`src/design/cpuPkg.sv`:
```
// Shared widths, instruction fields and control word for the single-bus datapath
// Field positions assume the fixed 32-bit instruction format with a 5-bit opcode
`default_nettype none

package cpuPkg;

    localparam int dataWidth = 32;
    localparam int regCount = 16;
    localparam int regIdxWidth = 4;
    localparam int memWords = 512;
    localparam int memAddrWidth = 9;

    // Instruction layout: op | Ra | Rb | Rc, or op | Ra | Rb | constant
    localparam int opMsb = 31;
    localparam int opWidth = 5;
    localparam int raMsb = opMsb - opWidth;
    localparam int rbMsb = raMsb - regIdxWidth;
    localparam int rcMsb = rbMsb - regIdxWidth;
    localparam int constWidth = 19;
    // Branch condition sits in the low two bits of the Rb field
    localparam int condMsb = rbMsb - 2;

    typedef enum logic [4:0] {
        aluNop, aluAdd, aluSub, aluMul,
        aluDiv, aluShr, aluShl, aluShra,
        aluRor, aluRol, aluAnd, aluOr,
        aluNeg, aluXor, aluNor, aluNot
    } aluOp;

    typedef enum logic [3:0] {
        srcNone, srcReg, srcHi, srcLo, srcZHigh,
        srcZLow, srcPc, srcMdr, srcInPort, srcConst
    } busSrc;

    typedef enum logic [1:0] {
        fieldNone, fieldRa, fieldRb, fieldRc
    } regField;

    typedef enum logic [1:0] {
        condZero, condNonZero, condPositive, condNegative
    } condCode;

    typedef struct packed {
        logic    read;
        logic    write;
        busSrc   src;
        regField field;
        logic    baOut;
        logic    rIn;
        logic    marIn;
        logic    mdrIn;
        logic    hiIn;
        logic    loIn;
        logic    yIn;
        logic    zIn;
        logic    pcIn;
        logic    irIn;
        logic    incPc;
        logic    inPortIn;
        logic    outPortIn;
        logic    conIn;
        aluOp    op;
    } ctrlWord;

endpackage

`default_nettype wire
```
`src/design/conFf.sv`:
```
// Branch condition flip-flop, the condition comes from the Rb field of IR
// Positive means sign clear and nonzero
`timescale 1ns/1ps
`default_nettype none

module conFf import cpuPkg::*; (
    input  wire logic                 clk,
    input  wire logic                 arstN,
    input  wire logic [dataWidth-1:0] ir,
    input  wire logic [dataWidth-1:0] busIn,
    input  wire logic                 conIn,
    output logic                      con
);

    condCode cond;
    logic    isZero;
    logic    isNeg;
    logic    condMet;

    assign cond = condCode'(ir[condMsb -: 2]);
    assign isZero = (busIn == '0);
    assign isNeg = busIn[dataWidth-1];

    always_comb begin
        case (cond)
            condZero:     condMet = isZero;
            condNonZero:  condMet = !isZero;
            condPositive: condMet = !isNeg && !isZero;
            condNegative: condMet = isNeg;
            default:      condMet = 1'b0;
        endcase
    end

    always_ff @(posedge clk or negedge arstN) begin
        if (!arstN) begin
            con <= 1'b0;
        end else if (conIn) begin
            con <= condMet;
        end
    end

endmodule

`default_nettype wire

```
`config.mk`:
```
export PLATFORM = sky130hd
export DESIGN_NAME = conFf
export DESIGN_NICKNAME = d
export VERILOG_FILES = /design/src/design/cpuPkg.sv /design/src/design/conFf.sv
export SDC_FILE = /design/constraint.sdc
export NUM_CORES = 1
export LEC_CHECK = 0
export BUFFER_PORTS_ARGS = -buffer_cell sky130_fd_sc_hd__buf_2
export CORE_AREA = 2 2 39 41
export DETAILED_ROUTE_END_ITERATION = 10
export DIE_AREA = 0 0 41 43
export GPL_ROUTABILITY_DRIVEN = 0
export HOLD_SLACK_MARGIN = 0.03
export PLACE_DENSITY = 0.7
export SLEW_MARGIN = 20
export SYNTH_ARGS = -nofsm -noshare
export SYNTH_HDL_FRONTEND = slang
export SYNTH_SLANG_ARGS = --single-unit
```
`constraint.sdc`:
```
create_clock -name clk -period 0.8 [get_ports clk]
set_input_delay 0.04 -clock clk [delete_from_list [all_inputs] [get_ports clk]]
set_output_delay 0.04 -clock clk [all_outputs]
set_load 0.05 [all_outputs]
```
# Word level (Yosys, flattened, before mapping)
# Index checks and enable logic that the tools add are counted.
[op_classes]
eq_ne = 3
muxes = 1
reduce_logical = 5
[op_table]
columns = ["operator", "n"]
rows = [
  ["zero test 32 bit", 1],
  ["== test 2 bit, second input constant", 2],
  ["case mux 1 bit (4 select lines)", 1],
  ["== test 2 x 1 -> 1 bit, second input constant", 1],
  ["zero test 1 bit", 2],
  ["zero test 2 bit", 1],
  ["logical AND 1 bit", 1],
]
[word_totals]
register_bits = 1
out_inout_bits = 1
word_cells = 10

# Logic depth before layout (Yosys ltp)
# Gate-level depths: netlist of run 1.
[logic_depth]
ltp_word = 4
depth_mapped = 4
mapped_depth_nobuf = 4

# Worst setup path before layout of run 1
# No wires, ideal clock.
[synth_path]
path_kind = "register to register"
startpoint = "reg con (netlist name)"
endpoint = "reg con"
setup_time_ns = 0.082
arrival_ns = 0.872
t_required_ns = 0.718
slack_ns = -0.154
stages_incl_launch_ff = 3
period_less_slack_ns = 0.954
path_cell_list = "dfrtp_1 o32ai_1 a31oi_1"
[synth_rtl]
columns = ["item", "line_no", "rtl"]
rows = [
  ["to (signal assigned)", "conFf.sv:38", "con <= condMet;"],
  ["to (decl)", "conFf.sv:12", "output logic con"],
]

# Final worst setup path of run 1
[layout_path]
startpoint = "in busIn[17]"
endpoint = "reg con"
[layout_via]
elab_chain_len = 4
[layout_rtl]
columns = ["item", "line_no", "rtl"]
rows = [
  ["from (decl)", "conFf.sv:10", "input wire logic [dataWidth-1:0] busIn,"],
  ["zero test 32 bit (*)", "conFf.sv:21", "assign isZero = (busIn == '0);"],
  ["zero test 1 bit", "conFf.sv:27, conFf.sv:28", ""],
  ["logical AND 1 bit", "conFf.sv:28", "condPositive: condMet = !isNeg && !isZero;"],
  ["case mux 1 bit (4 select lines) (*)", "conFf.sv:25", "case (cond)"],
]
# Mark *: on every way between the ends. The rest lies on a longest branch, timed or not.
# A chain may end at the register's enable or synchronous reset.

==> flow_summary.ini, run 1 <==
[global_route]
met2_usage_pct = 18.8
grt_pass1_vias = 331
grt_usage_pct = 9.59
antenna_found_initial = 0
met3_usage_pct = 0
grt_pass1_wl_um = 1270
top_usage_layer = met2
grt_max_degree = 4
grt_util_met1_pct = 11.4
grt_remaining_overflow = 0

[layout]
utilization_pct = 38.2
largest_reg_flops = 1
design_area_um2 = 529
areaGrowthSynthToFinish_pct = 250
diodes = 0
top_register = con
final_nets = 126
reg.largest.list = con: 1 flops
final_cells = 73
drive_gt1_share_pct = 86.0

[logic_synthesis]
avgSynthCellArea_um2 = 8.41
ys_warn_count = 0
synth-seq-area-share_pct = 16.5
synth_area_leaders = nor4_1 (25%), dfrtp_1 (17%), nor4_2 (17%)
syn_inst = 18
synth_nets = 85
synth_top_area_share_pct = 24.8
synth_top_cell_by_area = nor4_1
synth_area_um2 = 151
ys_ff_latch = 1
yosysUniqueCellTypes = 11

[timing]
rsz0062_at_grt = yes
worstMarginPinSlew_ns = 0.248
setup_viol = 1
max_freq_ghz = 0.989
relSlewSlack_pct = 83.6
finalCritPeriodShare_pct = 126
clock_skew_ns = 0
post-route-worst-setup-slack_ns = -0.211
hold_ws_ns = 0.277
layout_min_cycle_time_ns = 1.01
hold_violations = 0
setup_tns_ns = -0.211
drv_slew = 0

[clock_tree]
clock_latency_ns = 0
postCtsSetupRepairBufs = 0
path_clk_slew_ns = 0

[power]
netSwitchingFraction_pct = 36.5
p_per_area_nw_per_um2 = 565
p_seq_share_pct = 21.3
p_sw_mw = 0.109
total_leakage_power_nw = 0.213
power_frac_comb_pct = 78.7
ir_drop_v = 0.000119
intPower_mw = 0.190
power.share.clock_pct = 0

[worst_setup_path]
reg2reg_from = con
critPathKind = input pin to flip-flop
r2r_slack_ns = 0.14
r2r_end = con
crit_path_max_fanout = 2
r2r_cells = 2
worstPathCellList = buf_6, nor4_4, nand4_1, o32ai_2, a31oi_1
crit_end = con
end_kind = flip-flop
cp.required_ns = 0.67
start_kind = input pin
cp.arrival_ns = 0.88
crit_start = busIn[17]
crit_buf_inv = 1
critical-path-top-delay-family = simple AND/OR/NAND/NOR gates
cp_slowest_stage_delay_ns = 0.27
critical-path-slowest-cell = o32ai_2
cp_num_cells = 5

[placement]
hpwl_um = 648
placed_cell_area_um2 = 399
portBuffers = 37
post-place-cells = 72

[drt]
drtPass1Iterations = 4
vias_per_cell = 4.25
drtIter0Drc = 3
wl_per_cell_um = 11.8
route.detailed.drc = 0
via_count = 310
totalWireLength_um = 860
antenna_left = 0

[die]
core_area_um2 = 1380
ios = 68
die_h_um = 43
die_area_um2 = 1760
rows = 14
initial_core_util_pct = 10.9
die_x_um = 41

[worst_hold_path]
hold_class = input pin to flip-flop

[run]
drv_cap = 0

[run_status]
status = complete, but fails checks
violations = setup timing
## synth_stat cells, drive strengths merged
cell    number
a31oi        1
and2b        1
dfrtp        1
nand3        1
nand4        2
nor4         8
o211ai       1
o32ai        1
or2          1
xnor2        1
## stage by stage
| step | setup slack (ns) | power (mW) |
|---|---|---|
| floorplan | -0.0504 | 0.113 |
| global route | -0.347 | 0.318 |
| global placement | -0.271 | 0.227 |
| finish | -0.211 | 0.299 |
| detailed placement | -0.259 | 0.231 |
| CTS | -0.231 | 0.269 |
## logic make-up (layout without fill, tap and decap cells)
| group | count (synthesis) | in the layout | share of synthesized area, % |
|---|---|---|---|
| flip-flops | 1 | 1 | 16.5 |
| AND/OR/NAND/NOR | 13 | 13 | 62.8 |
| XOR/XNOR | 1 | 1 | 5.79 |
| buffers and inverters | 0 | 39 | 0 |
| AO/OA/AOI/OAI | 3 | 3 | 14.9 |
## layer usage
layer	vias up	share of wire, %
met3	0	6.4
li1	160	-
met1	141	33
met4	0	0
met5	-	0
met2	9	61
## layout make-up
cell class | instances | area [um2]
Tap cell | 16 | 20.0
Sequential cell | 1 | 26.3
Fill cell | 143 | 855
Multi-Input combinational cell | 17 | 224
Timing Repair Buffer | 39 | 259
## worst min path at each step
| stage | start | end | slack [ns] | cells after the start |
|---|---|---|---|---|
| global placement | arstN | con | -0.18 | 1 |
| CTS | conIn | con | 0.28 | 2 |
| floorplan | arstN | con | -0.26 | 0 |
| detailed placement | arstN | con | -0.18 | 1 |
| finish | conIn | con | 0.28 | 2 |
| global route | conIn | con | 0.30 | 2 |
## power groups by stage
stage | sequential (mW) | combinational (mW) | clock [mW]
2_1_floorplan | 0.0841 | 0.0294 | 0
3_3_place_gp | 0.0619 | 0.165 | 0
3_5_place_dp | 0.0619 | 0.169 | 0
4_1_cts | 0.0631 | 0.205 | 0
5_1_grt | 0.0650 | 0.253 | 0
6_report | 0.0636 | 0.235 | 0
## what timing repair did
action                                 4_1_cts  5_1_grt
hold buffers                                 1        0
gates resized for setup                     10        8
endpoints found under the hold margin        1        0
pin swaps                                   11        4
setup endpoints to repair                    1        1
## placed cells by master, fill, tap and decap left out
master / instances
a31oi_1: 1
nand4_1: 2
buf_4: 1
dfrtp_2: 1
o211ai_1: 1
and2b_2: 1
or2_1: 1
buf_2: 28
o32ai_2: 1
nor4_4: 6
dlygate4sd3_1: 1
xnor2_1: 1
nor4_2: 2
buf_6: 9
nand3_1: 1
Note: power is estimated with default switching activity, not from simulation.
==> inputs of run 2 (changes only) <==
--- a/config.mk
+++ b/config.mk
@@ -11,7 +11,10 @@
 export DIE_AREA = 0 0 41 43
 export GPL_ROUTABILITY_DRIVEN = 0
 export HOLD_SLACK_MARGIN = 0.03
+export MAX_ROUTING_LAYER = met4
 export PLACE_DENSITY = 0.7
+export RECOVER_POWER = 100
+export SETUP_SLACK_MARGIN = 0.3
 export SLEW_MARGIN = 20
 export SYNTH_ARGS = -nofsm -noshare
 export SYNTH_HDL_FRONTEND = slang
==> run 2 against run 1 <==
First-iteration DRC count down 33%. The run still ends with setup timing left. Via count increased by 0.32%. Power grew 0.13%. Die area stayed put. Highest routed layer unchanged. Hold slack better by 0.0018 ns. Core utilization decreased by 0.090 points.
==> flow_summary.ini, run 2 (synthesis gave the netlist of run 1 again) <==
[timing]
post-route-worst-setup-slack_ns = -0.212
hold_violations = 0
worstMarginPinSlew_ns = 0.280
drv_slew = 0
relSlewSlack_pct = 81.4
setup_tns_ns = -0.212
setup_viol = 1
clock_skew_ns = 0
layout_min_cycle_time_ns = 1.01
rsz0062_at_grt = yes
max_freq_ghz = 0.988
finalCritPeriodShare_pct = 127

[drt]
antenna_left = 0
drtIter0Drc = 2
totalWireLength_um = 874
wl_per_cell_um = 12.0
via_count = 311
route.detailed.drc = 0
vias_per_cell = 4.26
drtPass1Iterations = 4

[worst_hold_path]
hold_class = input pin to flip-flop
worstHoldEndpoint = con
holdCritStartpoint = conIn
min_path_cells = 2

[global_route]
grt_pass1_wl_um = 1270
grt_pass1_vias = 331
grt_max_degree = 4
grt_usage_pct = 9.83
grt_remaining_overflow = 0
antenna_found_initial = 0

[die]
initial_core_util_pct = 10.9
rows = 14
die_area_um2 = 1760
die_x_um = 41
die_h_um = 43
core_area_um2 = 1380
ios = 68

[layout]
areaGrowthSynthToFinish_pct = 249
final_cells = 73
seqCellArea_um2 = 26.3
fill_cells = 145
multi_input_area_um2 = 224
largest_reg_flops = 1
reg.largest.list = con: 1 flops
final_cell_mix = buf_2 (26), buf_6 (9), nor4_4 (6)
final_nets = 126
utilization_pct = 38.2
top_register = con
drive_gt1_share_pct = 84.2
diodes = 0
layout_commonest_cell = buf_2

[power]
total_leakage_power_nw = 0.211
finalPower_mw = 0.299
ir_drop_v = 0.000120
p_per_area_nw_per_um2 = 567

[worst_setup_path]
cp_slowest_stage_delay_ns = 0.27
end_kind = flip-flop
critPathKind = input pin to flip-flop
critical-path-slowest-cell = o32ai_2
r2r_slack_ns = 0.13
reg2reg_from = con
crit_buf_inv = 1
r2r_end = con
worstPathCellList = buf_6, nor4_4, nand4_1, o32ai_2, a31oi_1
crit_path_max_fanout = 2
crit_start = busIn[17]
start_kind = input pin
cp.required_ns = 0.67
cp.arrival_ns = 0.88
r2r_cells = 2
critical-path-top-delay-family = simple AND/OR/NAND/NOR gates

[placement]
dp_slack_ns = -0.259
portBuffers = 37
hpwl_um = 648
post-place-cells = 72

[run_status]
violations = setup timing
status = complete, but fails checks

[run]
drv_cap = 0

[clock_tree]
path_clk_slew_ns = 0
clock_latency_ns = 0
run 2: cell types whose count changed in the layout (fill, tap and decap cells not counted):
cell and change:
clkbuf_2 +1, clkbuf_1 +1, buf_2 -2
run 2: worst max path at each step:
stage	end	slack (ns)	depth (start not counted)
floorplan	con	-0.05	4
global placement	con	-0.27	5
detailed placement	con	-0.26	5
CTS	con	-0.23	5
global route	con	-0.35	5
finish	con	-0.21	5
run 2: timing repair:
| action | 4_1_cts | 5_1_grt |
|---|---|---|
| buffers inserted | 0 | 0 |
| gates resized for setup | 13 | 8 |
| pin swaps | 11 | 4 |
| hold buffers | 1 | 0 |
| endpoints found under the setup margin | 2 | 2 |
| hold endpoints to repair | 1 | 0 |
run 2: final cells by class:
type	instances	share of cell area, %
sequential	1	4.98
timing repair buffer	39	48.8
tap	16	3.79
multi-input combinational	17	42.4
run 2: per-layer routing:
layer | track usage [%] | vias to the layer above | wire length [um]
met4 | 0 | 0 | 0
met1 | 11.4 | 142 | 283
met3 | 0 | 0 | 58
met5 | - | - | 0
li1 | - | 160 | -
met2 | 18.8 | 9 | 532
run 2: where the power goes:
part,internal (mW),leakage (nW),switching [mW]
Combinational,0.130,0.201,0.105
Clock,0,0,0
Sequential,0.0589,0.0103,0.00521
Total,0.189,0.211,0.110
run 2: through the flow:
stage / area [um2] / hold WS [ns]
after floorplan: 186 / -0.256
after global placement: 399 / -0.184
after detailed placement: 399 / -0.184
after CTS: 485 / 0.278
after global routing: 528 / 0.299
final: 528 / 0.279
